### src/hw/rv_defs.svh
`ifndef RV_DEFS_SVH
`define RV_DEFS_SVH

// first fetch address after reset.
`define RV_RESET_VEC 32'h8000_0000

// unified memory depth in 32-bit words.
`define RV_MEM_WORDS 1024

// machine csr addresses.
`define RV_CSR_MEPC    12'h341
`define RV_CSR_MCAUSE  12'h342
`define RV_CSR_MSTATUS 12'h300
`define RV_CSR_MTVEC   12'h305

`endif
### src/hw/rv_pkg.sv
package rv_pkg;

    typedef enum logic [6:0] {
        op_op_imm = 7'b0010011,
        op_op     = 7'b0110011,
        op_lui    = 7'b0110111,
        op_load   = 7'b0000011,
        op_store  = 7'b0100011,
        op_branch = 7'b1100011,
        op_jal    = 7'b1101111,
        op_jalr   = 7'b1100111,
        op_system = 7'b1110011
    } opcode_e;

    typedef enum logic [3:0] {
        cls_alu_imm, cls_alu_reg, cls_lui, cls_load, cls_store,
        cls_branch, cls_jal, cls_jalr, cls_csr, cls_ecall,
        cls_mret, cls_ebreak, cls_illegal
    } inst_class_e;

    typedef enum logic [2:0] {
        alu_add, alu_sub, alu_and, alu_or, alu_xor, alu_slt, alu_pass_b
    } alu_op_e;

    typedef enum logic [2:0] {
        csr_mepc, csr_mcause, csr_mstatus, csr_mtvec, csr_none
    } csr_sel_e;

    typedef enum logic [1:0] {
        st_idle, st_run, st_halt
    } core_state_e;

    typedef struct packed {
        inst_class_e cls;
        alu_op_e     alu_op;
        csr_sel_e    csr_sel;
        logic [4:0]  rs1;
        logic [4:0]  rs2;
        logic [4:0]  rd;
        logic [31:0] imm;
        logic        use_imm;
        logic        branch_ne;
        logic        rd_wen;
    } dec_t;

endpackage

### src/hw/rv_ifs.sv
// decoded instruction plus the two register operands.
interface decode_if;
    import rv_pkg::*;

    dec_t        dec;
    logic [31:0] rs1_val;
    logic [31:0] rs2_val;

    modport dec_src (
        output dec
    );

    modport rf_src (
        input  dec,
        output rs1_val,
        output rs2_val
    );

    modport dec_snk (
        input dec,
        input rs1_val,
        input rs2_val
    );
endinterface


### src/hw/rv_regfile.sv
module rv_regfile (
    input  logic        clk,
    input  logic        rst_n,
    decode_if.rf_src    dec,
    input  logic        wen,
    input  logic [4:0]  waddr,
    input  logic [31:0] wdata,
    output logic [31:0] a0
);
    logic [31:0] regs [0:31];

    // x0 never written, so it reads back zero.
    always_ff @(posedge clk) begin
        if (!rst_n) begin
            for (int i = 0; i < 32; i++) begin
                regs[i] <= '0;
            end
        end else if (wen && waddr != 5'd0) begin
            regs[waddr] <= wdata;
        end
    end

    assign dec.rs1_val = (dec.dec.rs1 == 5'd0) ? 32'd0 : regs[dec.dec.rs1];
    assign dec.rs2_val = (dec.dec.rs2 == 5'd0) ? 32'd0 : regs[dec.dec.rs2];

    assign a0 = regs[10];
endmodule

### src/flat_wrapper.sv
// flat-port wrapper written by rule: the top's interface ports become plain ports
module rv_regfile_flat 
  (clk, rst_n, wen, waddr, wdata, a0, dec_dec, dec_rs1_val, dec_rs2_val);
  decode_if dec_i ();
  input  logic clk;
  input  logic rst_n;
  input  logic wen;
  input  logic [4:0] waddr;
  input  logic [31:0] wdata;
  output logic [31:0] a0;
  input wire logic [$bits(dec_i.dec)-1:0] dec_dec;
  output wire logic [$bits(dec_i.rs1_val)-1:0] dec_rs1_val;
  output wire logic [$bits(dec_i.rs2_val)-1:0] dec_rs2_val;
  assign dec_i.dec = dec_dec;
  assign dec_rs1_val = dec_i.rs1_val;
  assign dec_rs2_val = dec_i.rs2_val;
  rv_regfile u_core (.clk(clk), .rst_n(rst_n), .dec(dec_i), .wen(wen), .waddr(waddr), .wdata(wdata), .a0(a0));
endmodule
### config.mk
export PLATFORM = sky130hd
export DESIGN_NAME = rv_regfile_flat
export DESIGN_NICKNAME = d
export VERILOG_FILES = /design/src/hw/rv_defs.svh /design/src/hw/rv_pkg.sv /design/src/hw/rv_ifs.sv /design/src/hw/rv_regfile.sv /design/src/flat_wrapper.sv
export SDC_FILE = /design/constraint.sdc
export NUM_CORES = 2
export LEC_CHECK = 0
export BUFFER_PORTS_ARGS = -buffer_cell sky130_fd_sc_hd__buf_2
export CELL_PAD_IN_SITES_DETAIL_PLACEMENT = 1
export CELL_PAD_IN_SITES_GLOBAL_PLACEMENT = 2
export CORE_UTILIZATION = 36
export DETAILED_ROUTE_END_ITERATION = 16
export PLACE_DENSITY = 0.76
export SLEW_MARGIN = 10
export SYNTH_ARGS = -nofsm -noshare
export SYNTH_HDL_FRONTEND = slang
export SYNTH_SLANG_ARGS = --single-unit
### constraint.sdc
create_clock -name clk -period 6.5 [get_ports clk]
set_clock_uncertainty 0.05 [all_clocks]
set_input_delay 0.325 -clock clk [delete_from_list [all_inputs] [get_ports clk]]
set_output_delay 0.325 -clock clk [all_outputs]
set_load 0.005 [all_outputs]
* Word-level counts from Yosys, hierarchy flattened *
Memories as Yosys holds them, arrays and structs flattened.
Index checks and enable logic that the tools add are counted.

storage, ports and cells
  flip-flop bits (word level) = 0
  latch bits = 0
  bits in writable memories = 1024
  bits in read-only memories = 0
  bits of input ports = 100
  output and inout bits = 96
  word-level logic and storage cells = 15
  memories = 1

operators by class
  add/subtract/negate cells = 0
  $mul = 0
  divide/modulo/power cells = 0
  $lt $le $gt $ge = 0
  eq/ne operators = 0
  shifts and indexed selects = 0
  muxes and demuxes = 9
  bitwise operators = 0
  reduce and logical (&&, ||, !) cells = 5

memories
  memory       depth  width  rd ports  clocked after Yosys merged registers in  wr ports  line              RTL
  u_core.regs  32     32     3         0                                        32        rv_regfile.sv:10  logic [31:0] regs [0:31];

operators with widths
  cell                 count
  32-bit two-way mux   3
  32-bit OR reduction  1
  5-bit zero test      2
  1-bit two-way mux    5
  5-bit two-way mux    1
  5-bit nonzero test   1
  1-bit logical AND    1

* Depth between registers and ports, before layout *
  depth in word-level cells = 7
  mapped depth = 8
  mapped depth without buffers = 4

* Worst setup path before layout *
OpenSTA, ideal clock, no wires.

  kind = input-to-reg
  from = in rst_n
  to = mem u_core.regs[24][0] (enable)
  library setup time = 466 ps
  arrival time = 3368 ps
  data required time = 5984 ps
  path slack = 2616 ps
  stages on the path = 5
  buffers on the path = 2
  cells stage by stage = buf_2 nand2_1 or3_1 buf_2 o21ai_0

RTL lines
  item         line               RTL
  from (decl)  flat_wrapper.sv:6  input logic rst_n;
  to (decl)    rv_regfile.sv:10

* Final worst setup path *
  from = in dec_dec[40]
  to = out dec_rs2_val[4]

on the way
  cells in the longest elaborated chain, start to end = 2
  elaborated cells on any way between the ends = 3
  those cells by class = 1 x mux; 1 x reduce/logical; 1 x memory

RTL lines
  item                                                          line                RTL
  from (decl)                                                   flat_wrapper.sv:11  input wire logic [$bits(dec_i.dec)-1:0] dec_dec;
  memory 32 x 32 bit / 5-bit zero test (equally long branches)  n/a
  32-bit two-way mux (*)                                        rv_regfile.sv:24    assign dec.rs2_val = (dec.dec.rs2 == 5'd0) ? 32'd0 : regs[dec.dec.rs2];
  to (decl)                                                     flat_wrapper.sv:13  output wire logic [$bits(dec_i.rs2_val)-1:0] dec_rs2_val;

Mark *: on every way between the ends. The rest lies on a longest branch, timed or not.

==> metrics.txt <==
worst setup slack after layout between 2 and 2.5 ns; number of max-slew violations in the final report 0; Yosys top cell area share 0.559; data arrival time of the critical path approximately 4.0 ns; final hold vios 0; relative slew slack 0.0863; status finished, final reports clean; root buffer cell sky130_fd_sc_hd__clkbuf_16; violation count after the first detailed-routing iteration 4323; number of enable flip-flop cells after synthesis ~1.0k; Static Leak ~21 nW; Max VDD drop ~190 uV; summed instance area of the synthesized netlist ~55000 um2; number of clock buffers inserted by TritonCTS ~110; layout net count 3873; cell count after synthesis 3792; share of post-route cells with drive strength above 1 0.223; Starting Density 0.362; actual slew at the worst max-slew pin ~1.4 ns; Port Buffer Count ~150; last element of the critical path dec_rs2_val[4]; CTS Hold Bufs 0; DIE AREA roughly 150000 um2; total DRC errors in the routed layout 0; maximum clock rate about 230 MHz; Worst Hold Class in -> reg; critical-path maximum fanout 28; worst slack on hold paths approximately 0.17 ns; placer congestion estimate between 0.8 and 0.9; largest net degree at the start of global routing 129; half-perimeter wire length after placement between 100 and 150 mm; Yosys cell types 40; number of buffers on the longest clock path 3; Data required, critical path around 6.1 ns; final sum of negative setup slack 0 ns; row cnt around 140; count of cells resized by post-cts repair 0; CORE AREA around 150000 um2; via count of the first global-routing pass around 37k; type of origin of the critical path primary input; Area growth syn-to-layout 11.5%; critical path type in -> out; Period minus WS final between 4 and 5 ns; pwr/cell area 258 nW/um2; remaining global-route overflow 0; MaxCap Viol Count 0; Placed Cells incl. Taps around 5.7k; post-layout total power roughly 16 mW; setup repair after global routing missed its margin no; launch point of the worst path dec_dec[40]; post-detailed-route count of antenna-violating nets 0; number of detailed-route iterations in the first pass 5; synthesized flop and latch total around 1.0k; Placement Setup Slack between 2 and 2.5 ns; IO Pins 196; max reg flops 1024; per-instance average area after synthesis between 10 and 15 um2; most frequent cells after synthesis 1024 x sky130_fd_sc_hd__edfxtp_1, 994 x sky130_fd_sc_hd__and2_1, 320 x sky130_fd_sc_hd__mux2i_1; Clock Sink Count roughly 1.0k; Post-CTS Setup Repair Bufs 0; clock tree from TritonCTS done; Period Utilization, post-route 0.675; most common cell in the netlist sky130_fd_sc_hd__edfxtp_1; GRT Resource Usage Total 0.251; register with the most flip-flops u_core.regs; Die Span X approximately 390 um; dominant register cell in the synthesized netlist sky130_fd_sc_hd__edfxtp_1; number of antenna violations at the first check in global routing 24; final setup fails 0; Ys Warns 0; CTS H-Tree Depth 3; vias per cell 6.11; DRT Wirelength 196 mm; Critical Path Sink Type output pin; cell types occupying the most area after synthesis sky130_fd_sc_hd__edfxtp_1 56%, sky130_fd_sc_hd__mux4_2 12%, sky130_fd_sc_hd__and2_1 11%, sky130_fd_sc_hd__mux2i_1 5.8%, sky130_fd_sc_hd__mux4_1 2.6%; top flop regs u_core.regs x1024; post-layout instance count excluding filler cells a little under 6k; share of synthesized area occupied by flip-flops and latches 0.559; per-cell routed wire length around 33 um; CTS clock-pin slew for the worst setup and hold paths approximately 0.06 ns; first-pass GRT wire length 274 mm; fraction of synthesis flops using an asynchronous set or reset pin 0; via total after detailed routing approximately 36k; top cell type by total area after synthesis sky130_fd_sc_hd__edfxtp_1; Die H between 300 and 400 um
-- cell type report --
type                            count  area [um2]
Timing Repair Buffer              255        1710
Tap cell                         2030        2540
Multi-Input combinational cell   2381       23000
Fill cell                       15300       90500
Clock buffer                      130        2850
Inverter                            3        12.5
Clock inverter                     72         507
Sequential cell                  1024       30700
Antenna cell                       13        32.5
-- report_power, final --
group          total, mW  internal [mW]  leakage (nW)  switching (mW)
Combinational       1.92          0.732          9.93            1.18
Clock               6.05           3.34          1.65            2.71
Sequential          7.84           7.63          9.75           0.202
Total               15.8           11.7          21.3            4.09
-- per-stage QoR --
stage	util	cell area, um2
final	0.404	61400
after CTS	0.404	61300
after global routing	0.404	61300
after floorplan	-	55100
after global placement	0.382	58000
after detailed placement	0.382	58000
-- critical path, cell delays in order --
cell and delay [ns]:
sky130_fd_sc_hd__buf_6 0.34, sky130_fd_sc_hd__clkinv_2 0.68, sky130_fd_sc_hd__nor2_2 1.04, sky130_fd_sc_hd__a22oi_1 0.15
sky130_fd_sc_hd__a311oi_1 1.13, sky130_fd_sc_hd__buf_2 0.28
-- cells in the final DEF (no fill, tap or decap), drive strengths merged, types with 82 or more instances in the layout --
cell and n:
o21ai 82, clkbuf 130, mux4 352, nand2 92
edfxtp 1024, mux2i 320, buf 255, and2 994
-- worst min path at each step --
stage / startpoint / end / slack [ns] / cells past startpoint
after floorplan: wdata[31] / u_core.regs[1][31] / 0.47 / 1
after global placement: u_core.regs[10][13] / a0[13] / 0.76 / 1
after detailed placement: u_core.regs[10][13] / a0[13] / 0.76 / 1
after CTS: wdata[31] / u_core.regs[26][31] / 0.13 / 2
after global routing: wdata[31] / u_core.regs[26][31] / 0.16 / 2
final: wdata[31] / u_core.regs[28][31] / 0.17 / 2
-- per-layer routing --
metal  track usage  wire, um  vias to the layer above
li1              -         -                    14500
met1         0.351     81800                    19400
met2         0.390     89000                     1829
met3        0.0395     16400                      363
met4         0.101      8350                       16
met5             0        93                        -
-- cell families after synthesis --
logic type / Yosys count / synth area share
flops: 1024 / 0.559
compound gates: 402 / 0.0548
simple gates: 1211 / 0.132
buf+inv: 418 / 0.0350
other cells: 1 / 0.0000681
mux: 736 / 0.219
No activity file was read; power rests on OpenSTA's default activity.
