<file path="config.mk">
export PLATFORM = sky130hd
export DESIGN_NAME = rv_execute_flat
export DESIGN_NICKNAME = d
export VERILOG_FILES = /design/src/hw/rv_defs.svh /design/src/hw/rv_pkg.sv /design/src/hw/rv_ifs.sv /design/src/hw/rv_execute.sv /design/src/flat_wrapper.sv
export SDC_FILE = /design/constraint.sdc
export NUM_CORES = 1
export LEC_CHECK = 0
export ABC_AREA = 1
export BUFFER_PORTS_ARGS = -buffer_cell sky130_fd_sc_hd__clkbuf_2
export CAP_MARGIN = 10
export CORE_ASPECT_RATIO = 1.5
export CORE_UTILIZATION = 25
export DETAILED_ROUTE_END_ITERATION = 8
export GPL_ROUTABILITY_DRIVEN = 1
export PLACE_DENSITY = 0.53
export SLEW_MARGIN = 25
export SYNTH_ARGS = -nofsm -noshare
export SYNTH_HDL_FRONTEND = slang
export SYNTH_SLANG_ARGS = --single-unit
</file>
<file path="constraint.sdc">
create_clock -name vclk -period 4.4
set_input_delay 0.88 -clock vclk [all_inputs]
set_output_delay 0.88 -clock vclk [all_outputs]
set_load 0.03 [all_outputs]
</file>
<file path="src/hw/rv_defs.svh">
`ifndef RV_DEFS_SVH
`define RV_DEFS_SVH

// first fetch address after reset.
`define RV_RESET_VEC 32'h8000_0000

// unified memory depth in 32-bit words.
`define RV_MEM_WORDS 1024

// machine csr addresses.
`define RV_CSR_MEPC    12'h341
`define RV_CSR_MCAUSE  12'h342
`define RV_CSR_MSTATUS 12'h300
`define RV_CSR_MTVEC   12'h305

`endif
</file>
<file path="src/hw/rv_pkg.sv">
package rv_pkg;

    typedef enum logic [6:0] {
        op_op_imm = 7'b0010011,
        op_op     = 7'b0110011,
        op_lui    = 7'b0110111,
        op_load   = 7'b0000011,
        op_store  = 7'b0100011,
        op_branch = 7'b1100011,
        op_jal    = 7'b1101111,
        op_jalr   = 7'b1100111,
        op_system = 7'b1110011
    } opcode_e;

    typedef enum logic [3:0] {
        cls_alu_imm, cls_alu_reg, cls_lui, cls_load, cls_store,
        cls_branch, cls_jal, cls_jalr, cls_csr, cls_ecall,
        cls_mret, cls_ebreak, cls_illegal
    } inst_class_e;

    typedef enum logic [2:0] {
        alu_add, alu_sub, alu_and, alu_or, alu_xor, alu_slt, alu_pass_b
    } alu_op_e;

    typedef enum logic [2:0] {
        csr_mepc, csr_mcause, csr_mstatus, csr_mtvec, csr_none
    } csr_sel_e;

    typedef enum logic [1:0] {
        st_idle, st_run, st_halt
    } core_state_e;

    typedef struct packed {
        inst_class_e cls;
        alu_op_e     alu_op;
        csr_sel_e    csr_sel;
        logic [4:0]  rs1;
        logic [4:0]  rs2;
        logic [4:0]  rd;
        logic [31:0] imm;
        logic        use_imm;
        logic        branch_ne;
        logic        rd_wen;
    } dec_t;

endpackage

</file>
<file path="src/hw/rv_ifs.sv">
// decoded instruction plus the two register operands.
interface decode_if;
    import rv_pkg::*;

    dec_t        dec;
    logic [31:0] rs1_val;
    logic [31:0] rs2_val;

    modport dec_src (
        output dec
    );

    modport rf_src (
        input  dec,
        output rs1_val,
        output rs2_val
    );

    modport dec_snk (
        input dec,
        input rs1_val,
        input rs2_val
    );
endinterface

// data side of the unified memory.
interface dmem_if;
    logic [31:0] addr;
    logic [31:0] wdata;
    logic        wen;
    logic [31:0] rdata;

    modport core (
        output addr
    );

    modport mem (
        input  addr,
        input  wdata,
        input  wen,
        output rdata
    );
endinterface

</file>
<file path="src/hw/rv_execute.sv">
module rv_execute (
    input  logic [31:0] pc,
    decode_if.dec_snk   dec,
    input  logic [31:0] csr_rdata,
    input  logic [31:0] trap_vec,
    input  logic [31:0] epc,
    dmem_if.core        dmem,
    output logic [31:0] result,
    output logic [31:0] npc
);
    import rv_pkg::*;

    logic [31:0] op_a, op_b, alu_out, pc_seq, pc_rel;
    logic        br_taken;

    assign op_a = dec.rs1_val;
    assign op_b = dec.dec.use_imm ? dec.dec.imm : dec.rs2_val;

    always_comb begin
        case (dec.dec.alu_op)
            alu_sub:    alu_out = op_a - op_b;
            alu_and:    alu_out = op_a & op_b;
            alu_or:     alu_out = op_a | op_b;
            alu_xor:    alu_out = op_a ^ op_b;
            alu_slt:    alu_out = {31'd0, $signed(op_a) < $signed(op_b)};
            alu_pass_b: alu_out = op_b;
            default:    alu_out = op_a + op_b;
        endcase
    end

    // loads and stores use the add result as address.
    assign dmem.addr = alu_out;
    // csr instructions return the old csr value.
    assign result = (dec.dec.cls == cls_csr) ? csr_rdata : alu_out;

    assign br_taken = (dec.rs1_val == dec.rs2_val) ^ dec.dec.branch_ne;
    assign pc_seq   = pc + 32'd4;
    assign pc_rel   = pc + dec.dec.imm;

    always_comb begin
        case (dec.dec.cls)
            cls_branch:             npc = br_taken ? pc_rel : pc_seq;
            cls_jal:                npc = pc_rel;
            cls_jalr:               npc = {alu_out[31:1], 1'b0};
            cls_ecall, cls_illegal: npc = trap_vec;
            cls_mret:               npc = epc;
            cls_ebreak:             npc = pc;
            default:                npc = pc_seq;
        endcase
    end
endmodule

</file>
<file path="src/flat_wrapper.sv">
// flat-port wrapper written by rule: the top's interface ports become plain ports
module rv_execute_flat import rv_pkg::*;
  (pc, csr_rdata, trap_vec, epc, result, npc, dec_dec, dec_rs1_val, dec_rs2_val, dmem_addr);
  decode_if dec_i ();
  dmem_if dmem_i ();
  input  logic [31:0] pc;
  input  logic [31:0] csr_rdata;
  input  logic [31:0] trap_vec;
  input  logic [31:0] epc;
  output logic [31:0] result;
  output logic [31:0] npc;
  input wire logic [$bits(dec_i.dec)-1:0] dec_dec;
  input wire logic [$bits(dec_i.rs1_val)-1:0] dec_rs1_val;
  input wire logic [$bits(dec_i.rs2_val)-1:0] dec_rs2_val;
  output wire logic [$bits(dmem_i.addr)-1:0] dmem_addr;
  assign dec_i.dec = dec_dec;
  assign dec_i.rs1_val = dec_rs1_val;
  assign dec_i.rs2_val = dec_rs2_val;
  assign dmem_addr = dmem_i.addr;
  rv_execute u_core (.pc(pc), .dec(dec_i), .csr_rdata(csr_rdata), .trap_vec(trap_vec), .epc(epc), .dmem(dmem_i), .result(result), .npc(npc));
endmodule
</file>
**Word level (Yosys, flattened, before mapping)**

Cells that the tools add are included.

- Reduce and logical (&&, ||, !) cells: 1
- Eq/ne operators: 15
- Mux-type cells: 5
- Bitwise logic cells: 4
- Magnitude comparators: 1
- Add/subtract/negate cells: 4

Operator list:

| operator | number |
|---|---|
| $pmux 32 s6 | 2 |
| $mux 32 | 3 |
| $add 32x32->32 | 2 |
| $add 32x3->32 const B | 1 |
| $and 32x32->32 | 1 |
| $eq 32x32->1 | 1 |
| $lt 32x32->1 | 1 |
| $or 32x32->32 | 1 |
| $sub 32x32->32 | 1 |
| $xor 32x32->32 | 1 |
| $eq 4x4->1 const B | 5 |
| $eq 4x3->1 const B | 3 |
| $eq 3x3->1 const B | 3 |
| $eq 3x2->1 const B | 2 |
| $eq 3x1->1 const B | 1 |
| $reduce_or 2->1 | 1 |
| $xor 1x1->1 | 1 |

- Input bits: 252
- Register bits after elaboration: 0

**Logic depth before layout (Yosys ltp)**

- Depth after elaboration: 4
- Gate-level depth with buffers: 24
- Depth with buffers taken out: 22

**Worst setup path before layout**

OpenSTA, ideal clock, no wires.

- Path kind: input port to output port
- From: input dec_dec[2]
- To: output result[20]
- Slack: -0.334 ns
- Buffers on the path: 2
- Arrival time: 3.854 ns
- Stages: 19
- Data required time: 3.520 ns
- Path through: buf_4 > inv_2 > buf_6 > or2_1 > o21ai_0 > inv_1 > ha_1 > fa_1 > nand3_1 > nand3_1 > nand2_1 > nand2_1 > nand2_1 > nand2_1 > nand2_1 > nand2_1 > o21ai_0 > nand2_1 > o21ai_0

- Longest elaborated chain between the ends: 4
- Elaborated cells between the ends (all ways): 8
- Classes of those cells: add/sub (2); mux (3); bitwise (3)

RTL lines:

| item | RTL line | RTL |
|---|---|---|
| start: declaration | flat_wrapper.sv:12 | `input wire logic [$bits(dec_i.dec)-1:0] dec_dec;` |
| $mux 32 (*) | rv_execute.sv:17 | `assign op_b = dec.dec.use_imm ? dec.dec.imm : dec.rs2_val;` |
| $add 32x32->32, or another cell as far along | rv_execute.sv:27 | `default: alu_out = op_a + op_b;` |
| $pmux 32 s6 (*) | rv_execute.sv:20 | `case (dec.dec.alu_op)` |
| $mux 32 (*) | rv_execute.sv:34 | `assign result = (dec.dec.cls == cls_csr) ? csr_rdata : alu_out;` |
| end: declaration | flat_wrapper.sv:10 | `output logic [31:0] result;` |

Every way passes the cells marked *; elsewhere a longest branch is shown, timed or not.

**Worst setup path in the final report**

- From: input dec_dec[2]
- To: output result[25]

Same word-level chain as after synthesis.

==> run metrics <==
initial antenna violation count=1; Post-Route M1 WL=26900 um; vias per inst=5.04; Yosys top cell area share=23.8%; core region area=0.0470 sq mm; register area share after synthesis=0%; area grow syn2layout=62.5%; crit-path cells=clkbuf_16 > buf_16 > buf_6 > o21ai_2 > ha_2 > nor2_1 > nand2_1 > buf_4 > nor2_1 > nand2_1 > nand4_1 > nand3_1 > nand2_1 > and2_1 > nand2_1 > nand2_1 > clkbuf_4; slowest cell delay on critical path=0.35 ns; Sw Ratio=59.3%; Worst Path Arrival=3.57 ns; most frequent cells in the layout=679 x nand2_1, 440 x buf_4, 311 x inv_1; Critical Path Sink Type=output pin; 1st-pass router iterations=5; maxcap violations=0; CP required=3.52 ns; Worst path top cell family by delay=simple AND/OR/NAND/NOR gates; Max VDD drop=107 uV; Nets=3457; Final HPWL DP=62700 um; Reg area=0 sq um; share of layout cells above drive strength 1=38.4%; total congestion overflow=0; seq_cells=0; NetSw=1980 uW; Netlist cell types=51; Die Y=270 um; Logic pwr share=100.0%; RSZ-0062 raised after global routing=true; vias in the first global route=18700; Slew Limit Fails=0; critical path fanouts, max=17; synth top area cells=nand2_1 24%, ha_1 15%, inv_1 10%; Crit-path slowest cell=ha_2; cell taking the most area after synthesis=nand2_1; setup violators final=10; P_int=1360 uW; Worst Max-Slew Pin Slew=0.680 ns; initial core utilization=25.5%; min cycle time layout=4.45 ns; max_slew headroom=54.6%; via count=18400; Buf+Inv Stages, Crit Path=5; PwrDens=172 mW/mm^2; Post-Syn Area per Cell=5.14 sq um; total track usage=28.4%; initial DRC count=1039; largest net degree at the start of global routing=31; Setup CP Type=in -> out; routability cong.=0.994; crit share post-route=101%; class of the worst hold path=in -> out; WL/cell=19.8 um; Mapped Cells=2327; Final Hold Fails=0; Seq pwr share=0%; Place WS=-0.407 ns; synth warn=0; top layer in use=met4; clock buf count=0; failing checks=setup timing; routed wl met3=3110 um; Synth Net Count=2729; Detail Route Antenna Nets=0; WL met2=36700 um; Top cell by count, worst path=nand2_1; Hold Buf Count CTS=0; commonest non-fill, non-tap cell in the layout=nand2_1; die width=181 um; I/O Buffers=329; die area=0.0488 sq mm; clock power share=0%; critical path launch point type=primary input; Leakage=0.0103 uW; final worst slack=-0.0497 ns; Mapped Area=0.0120 sq mm; Max Freq=225 MHz; filler instances=5162; setup TNS=-0.207 ns; first-pass GRT wire length=106000 um; run status=complete, but fails checks; boundary pin count=348; FP Rows=97; detailed-route DRC error count=0; drt total wl=72300 um
==> cell usage after synthesis, types with 4 or more instances <==
master	instances
a211oi_1	15
nor3_1	35
o21ai_0	104
a21oi_1	114
xnor2_1	33
clkbuf_1	17
nor2_1	223
o21ai_2	4
and2_1	8
nand3_1	209
o22ai_1	21
nor2_2	8
o221ai_1	4
o21bai_1	13
or2_1	6
ha_1	147
nand4_1	54
inv_1	334
o21a_1	5
o21ai_1	6
o211ai_1	7
a221oi_1	28
nor4_1	5
inv_2	15
nand2_1	760
xor2_1	33
a22o_1	7
or2_2	23
nand3_2	5
nand3b_1	21
buf_2	29
buf_4	4
==> what timing repair did <==
| action | 4_1_cts | 5_1_grt |
|---|---|---|
| endpoints found under the setup margin | 81 | 80 |
| buffers inserted | 13 | 3 |
| cloned | 0 | 0 |
| pin swaps | 38 | 61 |
| resized for setup | 233 | 316 |
==> logic make-up after synthesis <==
group                    count (synthesis)  synth area share (%)
AO/OA/AOI/OAI                          344                  17.4
XOR/XNOR                                66                  4.83
adder cells (fa/ha/maj)                150                  15.9
buffers and inverters                  404                  13.2
AND/OR/NAND/NOR                       1363                  48.7
==> metrics by stage <==
| stage | std cells | utilization [%] | hold WS (ns) | power, uW | cell area [sq um] |
|---|---|---|---|---|---|
| after floorplan | 2327 | - | 1.99 | 1510 | 12000 |
| after detailed placement | 3631 | 37.2 | 2.11 | 2880 | 17500 |
| after CTS | 3644 | 39.3 | 2.10 | 3080 | 18500 |
| after global placement | 3631 | 37.2 | 2.10 | 2880 | 17500 |
| after global routing | 3648 | 41.4 | 2.09 | 3570 | 19400 |
| final | 3648 | 41.4 | 2.07 | 3340 | 19400 |
==> final timing paths <==
kind | start | to | slack [ns] | cells past startpoint
setup / recovery | dec_dec[2] | result[25] | -0.05 | 17
hold / removal | csr_rdata[16] | result[16] | 2.07 | 4
==> power by group through the flow <==
stage,Clock (uW),Sequential [uW],Combinational [uW]
2_1_floorplan,0,0,1510
3_3_place_gp,0,0,2880
3_5_place_dp,0,0,2880
4_1_cts,0,0,3080
5_1_grt,0.0000305,0,3570
6_report,0.0000305,0,3340
==> area by class of cell <==
class | instances | area, sq um | share of cell area, %
Inverter | 350 | 1330 | 6.82
Multi-Input combinational cell | 1923 | 11900 | 61.4
Tap cell | 594 | 743 | 3.82
Timing Repair Buffer | 780 | 5430 | 27.9
Antenna cell | 1 | 2.50 | 0.0129
==> layer usage <==
metal	GRT usage, %	up-vias
li1	-	9037
met1	30.3	8459
met2	53.5	668
met3	1.85	218
met4	18.3	0
met5	0	-
Note: power is estimated with default switching activity, not from simulation.
