`config.mk`:
```
export PLATFORM = sky130hd
export DESIGN_NAME = rv_csr_file_flat
export DESIGN_NICKNAME = d
export VERILOG_FILES = /design/src/hw/rv_defs.svh /design/src/hw/rv_pkg.sv /design/src/hw/rv_ifs.sv /design/src/hw/rv_csr_file.sv /design/src/flat_wrapper.sv
export SDC_FILE = /design/constraint.sdc
export NUM_CORES = 1
export LEC_CHECK = 0
export BUFFER_PORTS_ARGS = -buffer_cell sky130_fd_sc_hd__buf_2
export CAP_MARGIN = 20
export CORE_MARGIN = 2
export CORE_UTILIZATION = 42
export DETAILED_ROUTE_END_ITERATION = 6
export GPL_ROUTABILITY_DRIVEN = 0
export GPL_TIMING_DRIVEN = 1
export HOLD_SLACK_MARGIN = 0.05
export PLACE_DENSITY_LB_ADDON = 0.05
export RECOVER_POWER = 50
export SYNTH_ARGS = -nofsm -noshare
export SYNTH_HDL_FRONTEND = slang
export SYNTH_SLANG_ARGS = --single-unit
```
`constraint.sdc`:
```
create_clock -name clk -period 4.45 [get_ports clk]
set_input_delay 0.2225 -clock clk [delete_from_list [all_inputs] [get_ports clk]]
set_output_delay 0.2225 -clock clk [all_outputs]
set_load 0.02 [all_outputs]
```
`src/hw/rv_defs.svh`:
```
`ifndef RV_DEFS_SVH
`define RV_DEFS_SVH

// first fetch address after reset.
`define RV_RESET_VEC 32'h8000_0000

// unified memory depth in 32-bit words.
`define RV_MEM_WORDS 1024

// machine csr addresses.
`define RV_CSR_MEPC    12'h341
`define RV_CSR_MCAUSE  12'h342
`define RV_CSR_MSTATUS 12'h300
`define RV_CSR_MTVEC   12'h305

`endif
```
`src/hw/rv_pkg.sv`:
```
package rv_pkg;

    typedef enum logic [6:0] {
        op_op_imm = 7'b0010011,
        op_op     = 7'b0110011,
        op_lui    = 7'b0110111,
        op_load   = 7'b0000011,
        op_store  = 7'b0100011,
        op_branch = 7'b1100011,
        op_jal    = 7'b1101111,
        op_jalr   = 7'b1100111,
        op_system = 7'b1110011
    } opcode_e;

    typedef enum logic [3:0] {
        cls_alu_imm, cls_alu_reg, cls_lui, cls_load, cls_store,
        cls_branch, cls_jal, cls_jalr, cls_csr, cls_ecall,
        cls_mret, cls_ebreak, cls_illegal
    } inst_class_e;

    typedef enum logic [2:0] {
        alu_add, alu_sub, alu_and, alu_or, alu_xor, alu_slt, alu_pass_b
    } alu_op_e;

    typedef enum logic [2:0] {
        csr_mepc, csr_mcause, csr_mstatus, csr_mtvec, csr_none
    } csr_sel_e;

    typedef enum logic [1:0] {
        st_idle, st_run, st_halt
    } core_state_e;

    typedef struct packed {
        inst_class_e cls;
        alu_op_e     alu_op;
        csr_sel_e    csr_sel;
        logic [4:0]  rs1;
        logic [4:0]  rs2;
        logic [4:0]  rd;
        logic [31:0] imm;
        logic        use_imm;
        logic        branch_ne;
        logic        rd_wen;
    } dec_t;

endpackage

```
`src/hw/rv_ifs.sv`:
```
// decoded instruction plus the two register operands.
interface decode_if;
    import rv_pkg::*;

    dec_t        dec;
    logic [31:0] rs1_val;
    logic [31:0] rs2_val;

    modport dec_src (
        output dec
    );

    modport rf_src (
        input  dec,
        output rs1_val,
        output rs2_val
    );

    modport dec_snk (
        input dec,
        input rs1_val,
        input rs2_val
    );
endinterface


```
`src/hw/rv_csr_file.sv`:
```
module rv_csr_file (
    input  logic        clk,
    input  logic        rst_n,
    input  logic [31:0] pc,
    decode_if.dec_snk   dec,
    output logic [31:0] rdata,
    output logic [31:0] mtvec,
    output logic [31:0] mepc
);
    import rv_pkg::*;

    logic [31:0] mcause, mstatus, wval;

    always_comb begin
        case (dec.dec.csr_sel)
            csr_mepc:    rdata = mepc;
            csr_mcause:  rdata = mcause;
            csr_mstatus: rdata = mstatus;
            csr_mtvec:   rdata = mtvec;
            default:     rdata = '0;
        endcase
    end

    assign wval = (dec.dec.alu_op == alu_or) ? (rdata | dec.rs1_val) : dec.rs1_val;

    always_ff @(posedge clk) begin
        if (!rst_n) begin
            mepc    <= '0;
            mcause  <= '0;
            mstatus <= '0;
            mtvec   <= '0;
        end else if (dec.dec.cls == cls_ecall || dec.dec.cls == cls_illegal) begin
            mepc <= pc;
            // 11 is ecall from m-mode, 2 is illegal instruction.
            mcause <= (dec.dec.cls == cls_ecall) ? 32'd11 : 32'd2;
        end else if (dec.dec.cls == cls_csr) begin
            case (dec.dec.csr_sel)
                csr_mepc:    mepc    <= wval;
                csr_mcause:  mcause  <= wval;
                csr_mstatus: mstatus <= wval;
                csr_mtvec:   mtvec   <= wval;
                default:     ;
            endcase
        end
    end
endmodule

```
`src/flat_wrapper.sv`:
```
// flat-port wrapper written by rule: the top's interface ports become plain ports
module rv_csr_file_flat import rv_pkg::*;
  (clk, rst_n, pc, rdata, mtvec, mepc, dec_dec, dec_rs1_val, dec_rs2_val);
  decode_if dec_i ();
  input  logic clk;
  input  logic rst_n;
  input  logic [31:0] pc;
  output logic [31:0] rdata;
  output logic [31:0] mtvec;
  output logic [31:0] mepc;
  input wire logic [$bits(dec_i.dec)-1:0] dec_dec;
  input wire logic [$bits(dec_i.rs1_val)-1:0] dec_rs1_val;
  input wire logic [$bits(dec_i.rs2_val)-1:0] dec_rs2_val;
  assign dec_i.dec = dec_dec;
  assign dec_i.rs1_val = dec_rs1_val;
  assign dec_i.rs2_val = dec_rs2_val;
  rv_csr_file u_core (.clk(clk), .rst_n(rst_n), .pc(pc), .dec(dec_i), .rdata(rdata), .mtvec(mtvec), .mepc(mepc));
endmodule
```
==> Word level (Yosys, flattened, before mapping) <==
Index checks and enable logic that the tools add are counted.
{ "word_totals": {"reg_bits": 128, "latch_bits": 0, "ram_bits": 0, "romBits": 0, "word_cells": 31, "n_memories": 0} }
{ "classes": {"addsub": 0, "multipliers": 0, "n_div": 0, "n_lt_le_gt_ge": 0, "n_eq_ne": 7, "shifts": 0, "mux": 9, "bitwise": 2, "n_reduce_logical": 9} }
{ "ops": {"columns": ["op", "count"], "rows": [
  ["2-to-1 mux 32 bit", 7],
  ["one-hot mux 32 bit (4 select lines)", 1],
  ["bitwise OR 32 bit", 1],
  ["equality test 4 bit, second input constant", 3],
  ["equality test 3 x 2 -> 1 bit, second input constant", 3],
  ["AND reduction 3 bit", 2],
  ["nonzero test 2 bit", 3],
  ["2-to-1 mux 4 bit", 1],
  ["AND reduction 2 bit", 2],
  ["equality test 3 x 1 -> 1 bit, second input constant", 1],
  ["logical NOT 3 bit", 1],
  ["logical OR 1 bit", 1],
  ["NOT 1 bit", 1]
]} }

==> Logic depth before layout (Yosys ltp) <==
{ "logic_depth": {"word_depth": 7, "ltp_mapped": 8} }

==> Least setup slack after synthesis <==
No wires, ideal clock.
{ "synth_timing": {"path_type": "input to register", "startpoint": "input port dec_dec[56]", "endpoint": "register u_core.mcause[21]", "setup_time_ps": 125, "arrival_ps": 1595, "path_slack_ps": 2731, "stages": 7, "path_buffers": 3, "cell_sequence": "or3b_1 buf_2 nor4_4 nor3b_1 buf_2 buf_2 o2bb2ai_1"} }
{ "synth_via": {"elab_chain_cells": 4, "word_cells_on_any_way": 8, "classes_between": "eq/ne (3); mux (1); reduce/logical (4)"} }
{ "synth_lines": {"columns": ["element", "line", "text"], "rows": [
  ["start: declaration", "flat_wrapper.sv:11", "input wire logic [$bits(dec_i.dec)-1:0] dec_dec;"],
  ["equality test 4 bit", "rv_csr_file.sv:32", "end else if (dec.dec.cls == cls_ecall || dec.dec.cls == cls_illegal) begin"],
  ["logical OR 1 bit", "rv_csr_file.sv:32", null],
  ["nonzero test 2 bit (no source line)", null, null],
  ["AND reduction 2 bit (no source line)", null, null],
  ["end signal: assignment", "rv_csr_file.sv:35", "mcause <= (dec.dec.cls == cls_ecall) ? 32'd11 : 32'd2;"],
  ["end signal: assignment", "rv_csr_file.sv:39", "csr_mcause: mcause <= wval;"],
  ["end: declaration", "rv_csr_file.sv:12", "logic [31:0] mcause, mstatus, wval;"]
]} }
Parallel ways exist; a longest one is shown, timed or not.
A chain may end at the register's enable or synchronous reset.

==> Worst setup path in the final report <==
{ "layout_timing": {"startpoint": "input port dec_dec[52]", "endpoint": "register u_core.mcause[0]"} }
{ "layout_via": {"elab_chain_cells": 7, "word_cells_on_any_way": 12, "classes_between": "eq/ne (3); mux (5); bitwise (1); reduce/logical (3)"} }
{ "layout_lines": {"columns": ["element", "line", "text"], "rows": [
  ["equality test 3 x 2 -> 1 bit (tied with other cells)", "rv_csr_file.sv:15", "case (dec.dec.csr_sel)"],
  ["one-hot mux 32 bit (4 select lines)", "rv_csr_file.sv:15", null],
  ["bitwise OR 32 bit", "rv_csr_file.sv:24", "assign wval = (dec.dec.alu_op == alu_or) ? (rdata | dec.rs1_val) : dec.rs1_val;"],
  ["2-to-1 mux 32 bit", "rv_csr_file.sv:24", null],
  ["2-to-1 mux 32 bit", "rv_csr_file.sv:37", "case (dec.dec.csr_sel)"],
  ["2-to-1 mux 32 bit", "rv_csr_file.sv:36", "end else if (dec.dec.cls == cls_csr) begin"],
  ["2-to-1 mux 32 bit", "rv_csr_file.sv:32", null]
]} }
Parallel ways exist; a longest one is shown, timed or not. The select of a mux whose other input is x is not followed.

==> impl_metrics.ini <==
[clocking]
cts.clk_slew.worst_paths_ns = 0.06
clock_latency_ns = 0.41
htree_levels = 4
postCtsSetupBuffers = 0
root_buffer = clkbuf_16
cts_tree = yes
clock-sinks = 128
clk_path_buf_depth = 2
cts-resized-gates = 0
cts_made_buffers = 17
holdBufCountCts = 0

[finish]
layout-drive-gt1-share = 0.248
final_cell_mix = 128 x dfxtp_1, 97 x a21oi_1, 97 x buf_2
diodes = 0
area_growth_pct = 24.9
design_area_um2 = 6980
utilization = 0.531
finalNetCount = 862
final_common_cell = dfxtp_1

[worst_hold_path]
hold_path_depth = 3
hp-class = input pin to flip-flop

[drt]
ant_nets = 0
first_pass_iters = 5
drc = 0
drtIter0Drc = 363
wire_per_inst_um = 19.1
vias = 5075
wirelength_um = 17000
viasPerCell = 5.70

[sta]
fmax_ghz = 0.345
setup_viol = 0
final.setup.worst_slack_ns = 1.55
min_period_over_period = 0.652
slew_headroom = -0.655
skew_ns = 0.00645
rsz0062_at_grt = no
drv_slew = 39
hold_violations = 0
setup_tns_ns = 0
worst_pin_slew_ns = 2.48
fin_crit_ns = 2.90

[status]
violations = max-capacitance violations, max-slew violations
status = finished, violations left

[global_routing]
grt_usage = 0.241
grt_pass1_vias = 4943
antenna_found_initial = 0
grt_max_degree = 70
grt_pass1_wl_um = 26400
grt.overflow.total = 0

[die]
die_w_um = 119
die_area_um2 = 14200
core_area_um2 = 13100
die_height_um = 119
num_io_pins = 254
initial_utilization = 0.425
std_cell_rows = 42

[synthesis]
syn_nets = 719
synth_top_area_share = 0.459
syn-instance-count = 561
yosysTopAreaCell = dfxtp_1
synth_area_um2 = 5580
yosysSeqAreaShare = 0.459
yosysWarnings = 0
synth_area_per_cell_um2 = 9.95
ys_top_cells_by_area = dfxtp_1 46%, mux4_2 13%, a21oi_1 8.7%
synth_cell_type_count = 28
ys_seq_elements = 128

[run]
drv_cap = 1

[setup_path]
worst_ep_required_time_ns = 4.76
worstPathArrival_ns = 3.21
cp-end-kind = flip-flop
cp_max_fo = 38
crit_type = input pin to flip-flop
startpoint_type = input pin
r2r_cells = 4

[placed_design]
io_buffers = 171
hpwl_um = 10200
place_ws_ns = 1.85
place_area_um2 = 6510

[pwr]
power_mw = 2.80
powerDensity_nw_per_um2 = 401
leakagePower_nw = 2.63
peakVddDrop_v = 0.000223
## cell usage after synthesis
cell type  count
mux4_2        32
a211oi_1      32
o21bai_1       1
o221a_2        2
o21ai_0       40
buf_1          1
clkbuf_1      28
and3b_1        1
or3b_1         1
or4_1          1
o2bb2ai_1     29
o31ai_1        1
nor3b_1        1
nor2_4         1
nor2b_1       32
nand2_1        2
buf_2         28
nand2b_1       3
xor2_1         1
nor4_4         3
a21oi_1       97
dfxtp_1      128
nor2_1         3
nand3b_1       1
nor3_1        32
buf_4          3
o21ai_1       56
nor4bb_1       1
## flip-flops by register name (all words and copies together), names as in the netlist
register / count
u_core.mstatus: 32
u_core.mepc: 32
u_core.mcause: 32
u_core.mtvec: 32
## report_power, final
| part | switching, mW | leakage, nW | internal, mW | total (mW) |
|---|---|---|---|---|
| logic | 0.166 | 1.32 | 0.0997 | 0.266 |
| registers | 0.0191 | 1.04 | 1.17 | 1.19 |
| clock network | 0.484 | 0.279 | 0.857 | 1.34 |
| total | 0.669 | 2.63 | 2.13 | 2.80 |
## cell families (layout without fill, tap and decap cells)
logic type	Yosys count	after routing	share of synthesized area
compound gates	258	258	0.268
xor+xnor	1	1	0.00157
mux	32	32	0.129
flops	128	128	0.459
simple gates	82	82	0.0937
buf+inv	60	213	0.0486
## metrics by stage
stage	hold slack, ns	cells
5_1_grt	0.0980	890
3_3_place_gp	0.441	861
6_report	0.0979	890
4_1_cts	0.0837	890
2_1_floorplan	0.404	561
3_5_place_dp	0.447	861
## area by class of cell
type | count | area (µm²)
flip-flops and latches | 128 | 2560
multi-input cells | 373 | 2770
well taps | 176 | 220
clock inverters | 6 | 83.8
clock buffers | 23 | 478
repair buffers | 184 | 861
fillers | 1297 | 6160
## worst max-delay path: stages
cell	delay (ns)
clkbuf_1	1.74
nor4bb_4	0.10
buf_4	0.40
a21oi_1	0.39
nor2_1	0.09
o221a_2	0.25
## routing by layer
metal	up-vias	track usage	share of wire
met3	18	0.0580	0.061
li1	2413	-	-
met2	165	0.384	0.47
met1	2479	0.323	0.46
met5	-	0	0
met4	0	0.0794	0.013
## path summary, 6_finish.rpt
path	from	to	slack (ns)
worst max-delay path	dec_dec[52]	u_core.mcause[0]	1.55
worst min-delay path	dec_rs1_val[3]	u_core.mtvec[3]	0.1
worst max register to register	u_core.mtvec[0]	u_core.mcause[0]	2.88
worst min register to register	u_core.mcause[13]	u_core.mcause[13]	0.46
Note: power is estimated with default switching activity, not from simulation.
